## src/verilog/mflow_pkg.sv

```systemverilog
// max-flow task unit types
package mflow_pkg;

   typedef logic [31:0] word_t;
   typedef logic [31:0] addr_t;
   typedef logic [31:0] vid_t;
   typedef logic [31:0] ts_t;
   typedef logic [2:0]  ttype_t;

   // first member lands in the high bits, so ts ends up at bit 0
   typedef struct packed {
      logic [63:0] args;
      ttype_t      ttype;
      vid_t        object;
      ts_t         ts;
   } task_t;

   typedef struct packed {
      addr_t addr;
   } rd_req_t;

   typedef struct packed {
      word_t data;
      addr_t addr;
   } wr_req_t;

   typedef struct packed {
      word_t data;   // value before the store
      addr_t addr;
   } undo_entry_t;

   localparam ttype_t DISCHARGE_TASK  = 3'd0;
   localparam ttype_t GET_HEIGHT_TASK = 3'd1;
   localparam ttype_t PUSH_TASK       = 3'd2;
   localparam ttype_t RECEIVE_TASK    = 3'd3;

   // byte offsets inside a vertex record
   localparam int VID_EXCESS_OFFSET = 0;
   localparam int VID_HEIGHT_OFFSET = 8;

   // word index of flow slot 0
   localparam int FLOW_BASE_WORD = 4;

   localparam int VERTEX_SHIFT = 6;   // 64 byte vertex record

endpackage

```

## src/verilog/header_loader.sv

```systemverilog
// graph header loader
`timescale 1ns/1ps

module header_loader import mflow_pkg::*; #(
   parameter addr_t HEADER_BASE = '0
) (
   input  logic    clk,
   input  logic    rstn,

   input  logic    start,

   output rd_req_t hdr_rd_req,
   output logic    hdr_rd_valid,
   input  logic    hdr_rd_ready,
   input  logic    hdr_resp_valid,
   input  word_t   rd_data,

   output logic    hdr_ready,
   output addr_t   base_vertex_data,
   output vid_t    source_node,
   output vid_t    sink_node
);

   logic [1:0] word_cnt;   // header word being fetched
   logic       loading;
   logic       waiting;    // read issued and response due

   assign hdr_rd_valid = loading && !waiting;
   assign hdr_rd_req.addr = HEADER_BASE + addr_t'({word_cnt, 2'b00});

   always_ff @(posedge clk) begin
      if (!rstn) begin
         word_cnt  <= '0;
         loading   <= 1'b0;
         waiting   <= 1'b0;
         hdr_ready <= 1'b0;
      end else begin
         if (start && !hdr_ready && !loading) begin
            loading <= 1'b1;   // first task after reset
         end
         if (hdr_rd_valid && hdr_rd_ready) begin
            waiting <= 1'b1;
         end
         if (hdr_resp_valid) begin
            waiting  <= 1'b0;
            word_cnt <= word_cnt + 2'd1;
            if (word_cnt == 2'd2) begin
               loading   <= 1'b0;
               hdr_ready <= 1'b1;   // sticky until reset
            end
         end
      end
   end

   always_ff @(posedge clk) begin
      if (hdr_resp_valid) begin
         case (word_cnt)
            2'd0:    base_vertex_data <= rd_data;
            2'd1:    source_node      <= rd_data;
            default: sink_node        <= rd_data;
         endcase
      end
   end

   // once loaded, the header is never requested or returned again
   a_single_load: assert property (
      @(posedge clk) disable iff (!rstn)
      hdr_ready |-> !hdr_rd_valid && !hdr_resp_valid
   );

endmodule

```

## src/verilog/mem_read_arbiter.sv

```systemverilog
// memory read port arbiter
`timescale 1ns/1ps

module mem_read_arbiter import mflow_pkg::*; (
   input  logic    clk,
   input  logic    rstn,

   input  rd_req_t hdr_rd_req,
   input  logic    hdr_rd_valid,
   output logic    hdr_rd_ready,
   output logic    hdr_resp_valid,

   input  rd_req_t fsm_rd_req,
   input  logic    fsm_rd_valid,
   output logic    fsm_rd_ready,
   output logic    fsm_resp_valid,

   output rd_req_t mem_rd_req,
   output logic    mem_rd_valid,
   input  logic    mem_rd_ready,
   input  logic    mem_rd_resp_valid
);

   logic pending;     // one read outstanding
   logic owner_hdr;   // outstanding read belongs to the header loader
   logic grant_hdr;

   assign grant_hdr = hdr_rd_valid;   // header loader wins

   assign mem_rd_valid = !pending && (hdr_rd_valid || fsm_rd_valid);
   assign mem_rd_req   = grant_hdr ? hdr_rd_req : fsm_rd_req;

   assign hdr_rd_ready = !pending && mem_rd_ready;
   assign fsm_rd_ready = !pending && mem_rd_ready && !grant_hdr;

   always_ff @(posedge clk) begin
      if (!rstn) begin
         pending   <= 1'b0;
         owner_hdr <= 1'b0;
      end else if (mem_rd_valid && mem_rd_ready) begin
         pending   <= 1'b1;
         owner_hdr <= grant_hdr;
      end else if (mem_rd_resp_valid) begin
         pending   <= 1'b0;
      end
   end

   assign hdr_resp_valid = mem_rd_resp_valid && pending && owner_hdr;
   assign fsm_resp_valid = mem_rd_resp_valid && pending && !owner_hdr;

   // memory must not return data nobody asked for
   a_resp_pending: assert property (
      @(posedge clk) disable iff (!rstn)
      mem_rd_resp_valid |-> pending
   );

endmodule

```

## src/verilog/mflow_task_unit.sv

```systemverilog
// max-flow task unit top
`timescale 1ns/1ps

module mflow_task_unit import mflow_pkg::*; #(
   parameter addr_t HEADER_BASE = '0,
   parameter int    FLOW_IDX_W  = 4
) (
   input  logic        clk,
   input  logic        rstn,

   input  logic        start,
   input  task_t       task_in,
   output logic        done,
   output logic        idle,

   output task_t       task_out,
   output logic        task_out_valid,
   input  logic        task_out_ready,

   output rd_req_t     mem_rd_req,
   output logic        mem_rd_valid,
   input  logic        mem_rd_ready,
   input  word_t       mem_rd_data,
   input  logic        mem_rd_resp_valid,

   output wr_req_t     mem_wr_req,
   output logic        mem_wr_valid,
   input  logic        mem_wr_ready,

   output undo_entry_t undo_entry,
   output logic        undo_valid,
   input  logic        undo_ready
);

   rd_req_t hdr_rd_req;
   logic    hdr_rd_valid;
   logic    hdr_rd_ready;
   logic    hdr_resp_valid;

   rd_req_t fsm_rd_req;
   logic    fsm_rd_valid;
   logic    fsm_rd_ready;
   logic    fsm_resp_valid;

   logic    hdr_ready;
   addr_t   base_vertex_data;
   vid_t    source_node;
   vid_t    sink_node;

   header_loader #(
      .HEADER_BASE (HEADER_BASE)
   ) u_header_loader (
      .clk              (clk),
      .rstn             (rstn),
      .start            (start),
      .hdr_rd_req       (hdr_rd_req),
      .hdr_rd_valid     (hdr_rd_valid),
      .hdr_rd_ready     (hdr_rd_ready),
      .hdr_resp_valid   (hdr_resp_valid),
      .rd_data          (mem_rd_data),
      .hdr_ready        (hdr_ready),
      .base_vertex_data (base_vertex_data),
      .source_node      (source_node),
      .sink_node        (sink_node)
   );

   mem_read_arbiter u_mem_read_arbiter (
      .clk               (clk),
      .rstn              (rstn),
      .hdr_rd_req        (hdr_rd_req),
      .hdr_rd_valid      (hdr_rd_valid),
      .hdr_rd_ready      (hdr_rd_ready),
      .hdr_resp_valid    (hdr_resp_valid),
      .fsm_rd_req        (fsm_rd_req),
      .fsm_rd_valid      (fsm_rd_valid),
      .fsm_rd_ready      (fsm_rd_ready),
      .fsm_resp_valid    (fsm_resp_valid),
      .mem_rd_req        (mem_rd_req),
      .mem_rd_valid      (mem_rd_valid),
      .mem_rd_ready      (mem_rd_ready),
      .mem_rd_resp_valid (mem_rd_resp_valid)
   );

   task_fsm #(
      .FLOW_IDX_W (FLOW_IDX_W)
   ) u_task_fsm (
      .clk              (clk),
      .rstn             (rstn),
      .start            (start),
      .task_in          (task_in),
      .done             (done),
      .idle             (idle),
      .hdr_ready        (hdr_ready),
      .base_vertex_data (base_vertex_data),
      .source_node      (source_node),
      .sink_node        (sink_node),
      .fsm_rd_req       (fsm_rd_req),
      .fsm_rd_valid     (fsm_rd_valid),
      .fsm_rd_ready     (fsm_rd_ready),
      .fsm_resp_valid   (fsm_resp_valid),
      .rd_data          (mem_rd_data),
      .mem_wr_req       (mem_wr_req),
      .mem_wr_valid     (mem_wr_valid),
      .mem_wr_ready     (mem_wr_ready),
      .undo_entry       (undo_entry),
      .undo_valid       (undo_valid),
      .undo_ready       (undo_ready),
      .task_out         (task_out),
      .task_out_valid   (task_out_valid),
      .task_out_ready   (task_out_ready)
   );

endmodule

```

## src/verilog/task_fsm.sv

```systemverilog
// push-relabel task state machine
`timescale 1ns/1ps

module task_fsm import mflow_pkg::*; #(
   parameter int FLOW_IDX_W = 4
) (
   input  logic        clk,
   input  logic        rstn,

   input  logic        start,
   input  task_t       task_in,
   output logic        done,
   output logic        idle,

   input  logic        hdr_ready,
   input  addr_t       base_vertex_data,
   input  vid_t        source_node,
   input  vid_t        sink_node,

   output rd_req_t     fsm_rd_req,
   output logic        fsm_rd_valid,
   input  logic        fsm_rd_ready,
   input  logic        fsm_resp_valid,
   input  word_t       rd_data,

   output wr_req_t     mem_wr_req,
   output logic        mem_wr_valid,
   input  logic        mem_wr_ready,

   output undo_entry_t undo_entry,
   output logic        undo_valid,
   input  logic        undo_ready,

   output task_t       task_out,
   output logic        task_out_valid,
   input  logic        task_out_ready
);

   typedef enum logic [3:0] {
      IDLE,
      WAIT_HDR,
      GH_READ,
      GH_WAIT,
      GH_ENQ,
      RX_READ_EXCESS,
      RX_WAIT_EXCESS,
      RX_READ_FLOW,
      RX_WAIT_FLOW,
      RX_UNDO_FLOW,
      RX_WRITE_FLOW,
      RX_UNDO_EXCESS,
      RX_WRITE_EXCESS,
      RX_ENQ,
      FINISH
   } fsm_state_t;

   fsm_state_t state, state_next;

   task_t cur_task;
   word_t vid_excess;
   word_t vid_height;
   word_t edge_flow;

   word_t                 arg0;
   word_t                 arg1;   // flow amount for RECEIVE
   logic [FLOW_IDX_W-1:0] flow_idx;
   addr_t                 vertex_addr;
   addr_t                 excess_addr;
   addr_t                 height_addr;
   addr_t                 flow_addr;
   logic                  activates;

   assign arg0     = cur_task.args[31:0];
   assign arg1     = cur_task.args[63:32];
   assign flow_idx = arg0[FLOW_IDX_W-1:0];

   assign vertex_addr = base_vertex_data + (addr_t'(cur_task.object) << VERTEX_SHIFT);
   assign excess_addr = vertex_addr + addr_t'(VID_EXCESS_OFFSET);
   assign height_addr = vertex_addr + addr_t'(VID_HEIGHT_OFFSET);
   assign flow_addr   = vertex_addr + ((addr_t'(FLOW_BASE_WORD) + addr_t'(flow_idx)) << 2);

   // vertex turns active unless it is a terminal
   assign activates = (vid_excess == '0) && (cur_task.object != source_node)
                      && (cur_task.object != sink_node);

   assign done = (state == FINISH);
   assign idle = (state == IDLE);

   always_ff @(posedge clk) begin
      if (!rstn) begin
         state <= IDLE;
      end else begin
         state <= state_next;
      end
   end

   always_ff @(posedge clk) begin
      if (state == IDLE && start) begin
         cur_task <= task_in;
      end
      if (fsm_resp_valid) begin
         case (state)
            GH_WAIT:        vid_height <= rd_data;
            RX_WAIT_EXCESS: vid_excess <= rd_data;
            RX_WAIT_FLOW:   edge_flow  <= rd_data;
            default: ;
         endcase
      end
   end

   always_comb begin
      state_next      = state;
      fsm_rd_valid    = 1'b0;
      fsm_rd_req.addr = '0;
      mem_wr_valid    = 1'b0;
      mem_wr_req      = '0;
      undo_valid      = 1'b0;
      undo_entry      = '0;
      task_out_valid  = 1'b0;
      task_out        = '0;

      case (state)
         IDLE: begin
            if (start) begin
               state_next = WAIT_HDR;
            end
         end
         WAIT_HDR: begin
            if (hdr_ready) begin
               case (cur_task.ttype)
                  GET_HEIGHT_TASK: state_next = GH_READ;
                  RECEIVE_TASK:    state_next = RX_READ_EXCESS;
                  default:         state_next = FINISH;   // nothing to do
               endcase
            end
         end
         GH_READ: begin
            fsm_rd_valid    = 1'b1;
            fsm_rd_req.addr = height_addr;
            if (fsm_rd_ready) begin
               state_next = GH_WAIT;
            end
         end
         GH_WAIT: begin
            if (fsm_resp_valid) begin
               state_next = GH_ENQ;
            end
         end
         GH_ENQ: begin
            task_out_valid  = 1'b1;
            task_out.ttype  = PUSH_TASK;
            task_out.object = arg0;
            task_out.args   = {arg1, vid_height};
            task_out.ts     = cur_task.ts;
            if (task_out_ready) begin
               state_next = FINISH;
            end
         end
         RX_READ_EXCESS: begin
            fsm_rd_valid    = 1'b1;
            fsm_rd_req.addr = excess_addr;
            if (fsm_rd_ready) begin
               state_next = RX_WAIT_EXCESS;
            end
         end
         RX_WAIT_EXCESS: begin
            if (fsm_resp_valid) begin
               state_next = RX_READ_FLOW;
            end
         end
         RX_READ_FLOW: begin
            fsm_rd_valid    = 1'b1;
            fsm_rd_req.addr = flow_addr;   // reverse edge slot
            if (fsm_rd_ready) begin
               state_next = RX_WAIT_FLOW;
            end
         end
         RX_WAIT_FLOW: begin
            if (fsm_resp_valid) begin
               state_next = RX_UNDO_FLOW;
            end
         end
         RX_UNDO_FLOW: begin
            undo_valid      = 1'b1;
            undo_entry.addr = flow_addr;
            undo_entry.data = edge_flow;
            if (undo_ready) begin
               state_next = RX_WRITE_FLOW;
            end
         end
         RX_WRITE_FLOW: begin
            mem_wr_valid    = 1'b1;
            mem_wr_req.addr = flow_addr;
            mem_wr_req.data = edge_flow - arg1;
            if (mem_wr_ready) begin
               state_next = RX_UNDO_EXCESS;
            end
         end
         RX_UNDO_EXCESS: begin
            undo_valid      = 1'b1;
            undo_entry.addr = excess_addr;
            undo_entry.data = vid_excess;
            if (undo_ready) begin
               state_next = RX_WRITE_EXCESS;
            end
         end
         RX_WRITE_EXCESS: begin
            mem_wr_valid    = 1'b1;
            mem_wr_req.addr = excess_addr;
            mem_wr_req.data = vid_excess + arg1;
            if (mem_wr_ready) begin
               state_next = activates ? RX_ENQ : FINISH;
            end
         end
         RX_ENQ: begin
            task_out_valid  = 1'b1;
            task_out.ttype  = DISCHARGE_TASK;
            task_out.object = cur_task.object;
            task_out.args   = {cur_task.ts, 32'd0};
            task_out.ts     = cur_task.ts;
            if (task_out_ready) begin
               state_next = FINISH;
            end
         end
         FINISH: begin
            state_next = IDLE;
         end
         default: begin
            state_next = IDLE;
         end
      endcase
   end

   // a stalled child task is held until the consumer takes it
   a_task_out_stable: assert property (
      @(posedge clk) disable iff (!rstn)
      task_out_valid && !task_out_ready |=> task_out_valid && $stable(task_out)
   );

endmodule
```

## config.mk

```make
export PLATFORM = sky130hd
export DESIGN_NAME = mflow_task_unit
export DESIGN_NICKNAME = d
export VERILOG_FILES = /design/src/verilog/mflow_pkg.sv /design/src/verilog/header_loader.sv /design/src/verilog/mem_read_arbiter.sv /design/src/verilog/mflow_task_unit.sv /design/src/verilog/task_fsm.sv
export SDC_FILE = /design/constraint.sdc
export NUM_CORES = 1
export LEC_CHECK = 0
export BUFFER_PORTS_ARGS = -buffer_cell sky130_fd_sc_hd__buf_2
export CORE_MARGIN = 2
export CORE_UTILIZATION = 50
export DETAILED_ROUTE_END_ITERATION = 10
export PLACE_DENSITY_LB_ADDON = 0.2
export SLEW_MARGIN = 20
export SYNTH_ARGS = -nofsm -noshare
export SYNTH_HDL_FRONTEND = slang
export SYNTH_HIERARCHICAL = 1
export SYNTH_SLANG_ARGS = --single-unit
```

## constraint.sdc

```tcl
create_clock -name clk -period 5.5 [get_ports clk]
set_clock_uncertainty 0.2 [all_clocks]
set_input_delay 0.275 -clock clk [delete_from_list [all_inputs] [get_ports clk]]
set_output_delay 0.275 -clock clk [all_outputs]
set_load 0.05 [all_outputs]
```

---- After elaboration in Yosys (flattened, before gate mapping) ----
Index checks and enable logic that the tools add are counted.
word-level totals
  input bits .............................. 171
  word-level logic and storage cells ...... 128
  flip-flop bits (word level) ............. 334
  output and inout bits ................... 297
operators by class
  add/sub/neg operators ................... 7
  equality and inequality tests ........... 33
  bitwise gates (word level) .............. 2
  reductions and logical operators ........ 39
  multiplexer cells ....................... 30
operators by type and width
  kind                                                                    number
  131-bit case mux with 2 select lines                                    1
  64-bit case mux with 2 select lines                                     2
  32-bit adder                                                            3
  32-bit case mux with 3 select lines                                     1
  32-bit != test                                                          2
  4-bit two-way mux                                                       13
  4-bit case mux with 13 select lines                                     1
  32-bit by 4-bit adder with 32-bit output (second input constant)        1
  32-bit zero test                                                        1
  32-bit two-way mux                                                      1
  32-bit subtractor                                                       1
  4-bit equality test (second input constant)                             7
  2-bit != test (second input constant)                                   12
  4-bit by 3-bit equality test with 1-bit output (second input constant)  4
  1-bit logical AND                                                       14
  2-bit AND reduction                                                     7
  13-bit AND reduction                                                    1
  2-bit OR reduction                                                      5
  1-bit two-way mux                                                       9
  4-bit by 2-bit equality test with 1-bit output (second input constant)  2
  4-bit case mux with 2 select lines                                      1
  1-bit zero test                                                         6
  3-bit by 4-bit adder with 5-bit output (first input constant)           1
  4-bit by 1-bit equality test with 1-bit output (second input constant)  1
  13 further kinds                                                        14

---- Depth between registers and ports, before layout ----
  word-level depth ........................ 7
  depth in mapped cells ................... 15

---- Cells and area by module ----
The synthesis kept the hierarchy.
modules (own cells, without submodules)
  module            area an instance (um^2)  times used  cells an instance
  task_fsm          17058.9                  1           1727
  header_loader     3377.0                   1           153
  mem_read_arbiter  653.1                    1           52

---- Worst setup path after synthesis ----
No wires, ideal clock.
  path type ............................... register -> register
  from .................................... reg u_task_fsm.state[2]
  to ...................................... reg u_task_fsm.cur_task, in the netlist u_task_fsm/arg0[0], enable pin
  setup time .............................. 0.503 ns
  stages on the path, launching flop included .. 6
  arrival time ............................ 5.622 ns
  required time ........................... 4.797 ns
  slack ................................... -0.825 ns
  period minus slack after synthesis ...... 6.325 ns
  cells stage by stage .................... dfxtp_1 -> clkbuf_1 -> clkbuf_1 -> clkbuf_1 -> nor4_1 -> and2_1
on the way
  cells in the longest elaborated chain, start to end .. 2
ends and longest elaborated chain
  element                 RTL line               text
  from (decl)             task_fsm.sv:57         fsm_state_t state, state_next;
  from (signal assigned)  task_fsm.sv:93         state <= state_next;
  4-bit zero test         n/a
  net idle                mflow_task_unit.sv:14  output logic idle,
  1-bit logical AND       task_fsm.sv:98         if (state == IDLE && start) begin
  to (signal assigned)    task_fsm.sv:99         cur_task <= task_in;
  to (decl)               task_fsm.sv:59         task_t cur_task;
The timed path passes the listed nets, and every way through them passes these cells.
A chain may end at the register's enable or synchronous reset.

==> results by stage <==
Status:
- The flow ran to the end, and the final reports show no timing, DRC or antenna violations.

Layout:
- Compared with the post-synthesis result, the final layout area differs by 27.5%.
- After routing the design area is 0.0269 mm2.
- The count of nets after finishing is 2,828.
- In the final layout, the share of cells above drive strength 1 is 0.262.
- Counting the fill cells in the layout gives 3,335.

Routing:
- Once detail routing completed, the nets flagged for antenna violations numbered 0.
- After detailed routing, the total wire length is 74,800 um.
- The average vias per placed instance is ~6.
- For this run, design rule violations remaining after detail routing come to 0.
- The first routing iteration left ~2.0k violations.
- In the final routed layout, each cell accounts on average for 23.9 um.
- The via count is 18.8k.
- The number of detailed-routing iterations run before antenna repair is 5.

Worst setup path:
- The type of destination of the critical path is an output pin.
- The number of cells on the worst reg-to-reg path is 8.
- The kind of critical path is reg -> out.
- Data arrives at the worst endpoint at between 4000 and 5000 ps.
- The category of the worst setup path launch point is a register.
- Of all nets on the critical path, the largest fanout is 6.
- The internal reg-to-reg setup slack is 1650 ps.
- In this run the critical register-to-register path is captured at u_mem_read_arbiter/pending.
- The startpoint of the worst-slack reg-to-reg timing path is u_task_fsm/state[0].
- At the worst endpoint, the required time is 5030 ps.

Global routing:
- The via count of the first global-routing pass was 17.9k.
- The sum of overflow across all layers after global routing is 0.
- The first global-routing pass estimated 110,000 um of wire.
- The maximum number of pins on one net before global-route repair is 69.
- The initial antenna violation count is 3.
- In the global route stage, overall resource usage came out at 0.330.

Pwr:
- The design draws ~0.011 W.
- For this design the static power due to leakage is 11.5 nW.
- The worst-case IR drop observed on VDD is 0.293 mV.
- In this run the power density over the cells is 426 mW/mm2.

Synth:
- In this run the cell area of the synthesized design comes to between 0.02 and 0.025 mm2.
- After synthesis, the share of flip-flops with an asynchronous set or reset is 0.
- The number of storage elements in the synthesis netlist is 334.
- By area the synthesized netlist is led by edfxtp_1 46%, ha_1 5.8%, xor2_1 4.6%.
- Yosys mapped a number of flops with a built-in enable equal to between 300 and 400.
- The portion of synthesized cell area occupied by the leading cell type is 0.460.
- The average cell area after synthesis is roughly 11 um2.
- The number of cells produced by synthesis is 1,932.
- The leading cell type by number of instances after synthesis is edfxtp_1.
- For this run, the number of Yosys warnings is 6.
- The netlist uses 99 different library cells.
- After synthesis, the most frequently instantiated cells are 323 x edfxtp_1, 122 x a21oi_1, 111 x xor2_1.
- The sequential-to-total area share from yosys stat is 0.470.
- The dominant register cell in the synthesized netlist is edfxtp_1.
- The largest total area in the synthesized netlist belongs to edfxtp_1.

Clock network:
- The clock slew seen by the registers of the worst setup and hold paths is ~50 ps.
- The clock drives around 330 sinks.
- Buffers inserted during clock tree synthesis total 37.
- At the later pin of the worst-skew pair, clock insertion delay measures 560 ps.
- The H-tree was split into 2 levels.
- The maximum count of clock buffers along a single path is 3.
- TritonCTS built the clock tree.
- The clock root buffer master is clkbuf_16.

STA:
- Hold is met by around 130 ps.
- The number of endpoints failing setup at the final stage is 0.
- The count of endpoints failing hold in the final timing report is 0.
- The post-route clock period utilization is 0.962.
- For the pin with the worst max-slew slack, the measured transition is 1050 ps.
- The worst setup slack after layout is 209 ps.
- The number of pins exceeding their max-slew limit in the final report is 0.
- For this run, the top clock speed supported by timing is 189 MHz.
- Measured against its own limit, the worst slew margin works out to 0.303.
- The setup total negative slack is 0 ps.
- The final period demand of the worst path is between 5000 and 6000 ps.

Floorplan:
- The initial utilization of the core area, before any placement, comes to 0.505.
- The floorplan step defined a die boundary enclosing around 0.044 mm2.
- The core region is around 0.042 mm2.
- The initialized floorplan defines 75 standard-cell rows.
- The width of the die is between 200 and 250 um.
- During I/O placement, the number of pins put on the boundary was 468.
- The die height is between 200 and 250 um.

Placed design:
- The HPWL after detailed placement is 54,500 um.
- At the end of routability-driven placement, the weighted congestion stood at between 0.9 and 1.
- At the placement stage, the worst setup path has a slack of 352 ps.
- Once placement finished, the instance area stood at between 0.02 and 0.025 mm2.
- The count of buffers from port buffering is roughly 470.

Hold path:
- The startpoint identified for the worst hold timing path is task_out_ready.
- The tightest min-delay check is of the in -> reg type.
- The cell depth of the worst hold path is 5.
- The worst hold path terminates at u_task_fsm/state[0].

Job:
- The number of max-cap violations is 0.
stage by stage:
stage / instances / util
2_1_floorplan: 1962 / -
3_3_place_gp: 2879 / 0.571
3_5_place_dp: 2879 / 0.571
4_1_cts: 3114 / 0.639
5_1_grt: 3123 / 0.644
6_report: 3125 / 0.644
logic make-up (layout without fill, tap and decap cells):
logic type	count (synthesis)	after routing	share of synthesized area
xor+xnor	177	177	0.0751
fa+ha+maj	101	101	0.0613
flops	334	334	0.470
compound gates	557	557	0.185
other cells	2	34	0.000356
simple gates	522	522	0.133
mux	45	45	0.0284
buf+inv	194	816	0.0463
state kept, by name, summed over array words and instances, names as in the netlist, 32 cells and up:
register and cells:
u_header_loader/base_vertex_data 32, u_task_fsm/cur_task 67, u_task_fsm/vid_excess 32, u_task_fsm/arg0 32, u_task_fsm/vid_height 32, u_header_loader/source_node 32
u_task_fsm/edge_flow 32, u_header_loader/sink_node 32, u_task_fsm/arg1 32
report_power, final:
part	total [W]	internal [W]	switching (W)
sequential	0.00353	0.00319	0.000340
clock	0.00231	0.00130	0.00102
combinational	0.00560	0.00177	0.00383
total	0.0115	0.00626	0.00519
area by class of cell:
cell class,instances,area (um2),area share
inverters,66,248,0.00921
clock buffers,49,971,0.0361
diodes,2,5.00,0.000186
repair buffers,683,4400,0.164
multi-input cells,1434,10500,0.392
well taps,539,674,0.0251
flip-flops and latches,334,9920,0.369
clock inverters,18,133,0.00493
layer usage:
metal | GRT usage | share of wire | vias up
li1 | - | - | 8517
met2 | 0.519 | 0.45 | 1018
met3 | 0.0676 | 0.094 | 136
met5 | 0 | 0.00036 | -
met4 | 0.0941 | 0.029 | 4
met1 | 0.464 | 0.43 | 9096
cell usage in the layout, fill, tap and decap left out, types with 29 or more instances in the layout:
cell / count
a21o_1: 38
a21oi_1: 119
a22o_1: 108
and2_1: 47
and3_1: 49
buf_2: 465
buf_4: 49
clkbuf_16: 37
conb_1: 32
dlygate4sd3_1: 168
edfxtp_1: 323
ha_1: 95
inv_1: 66
nand2_1: 107
nand3_1: 29
nor2_1: 102
nor3_1: 29
o21ai_0: 84
o22ai_1: 51
xnor2_1: 60
xor2_1: 109
worst max-delay path by stage:
stage                                  startpoint              to  slack [ps]  depth (start not counted)
final                     u_task_fsm/cur_task[32]  mem_rd_req[30]         210                         16
after global placement    u_task_fsm/cur_task[32]  mem_rd_req[29]         430                         15
after CTS                 u_task_fsm/cur_task[32]  mem_rd_req[23]         -30                         14
after detailed placement  u_task_fsm/cur_task[32]  mem_rd_req[29]         350                         15
after global routing      u_task_fsm/cur_task[41]  mem_rd_req[31]         -40                         14
after floorplan           u_task_fsm/cur_task[32]  mem_wr_req[29]         420                         13
worst max-delay path: stages (launching register included):
cell       delay (ps)
edfxtp_1          470
ha_1              280
fa_2              420
a211oi_2          270
o21ai_2           140
a2111oi_4         360
o21a_2            240
o211ai_4          140
nor3_4            230
buf_4             190
nand4_1           110
buf_4             190
nor3_1            250
xor2_1            280
o221ai_1          180
mux2_4            300
buf_2             210
what timing repair did:
action	4_1_cts	5_1_grt
endpoints found under the hold margin	334	0
hold buffers	168	0
buffers inserted	0	9
pin swaps	1	9
resized for setup	6	28
endpoints found under the setup margin	9	37
Note: power is estimated with default switching activity, not from simulation.
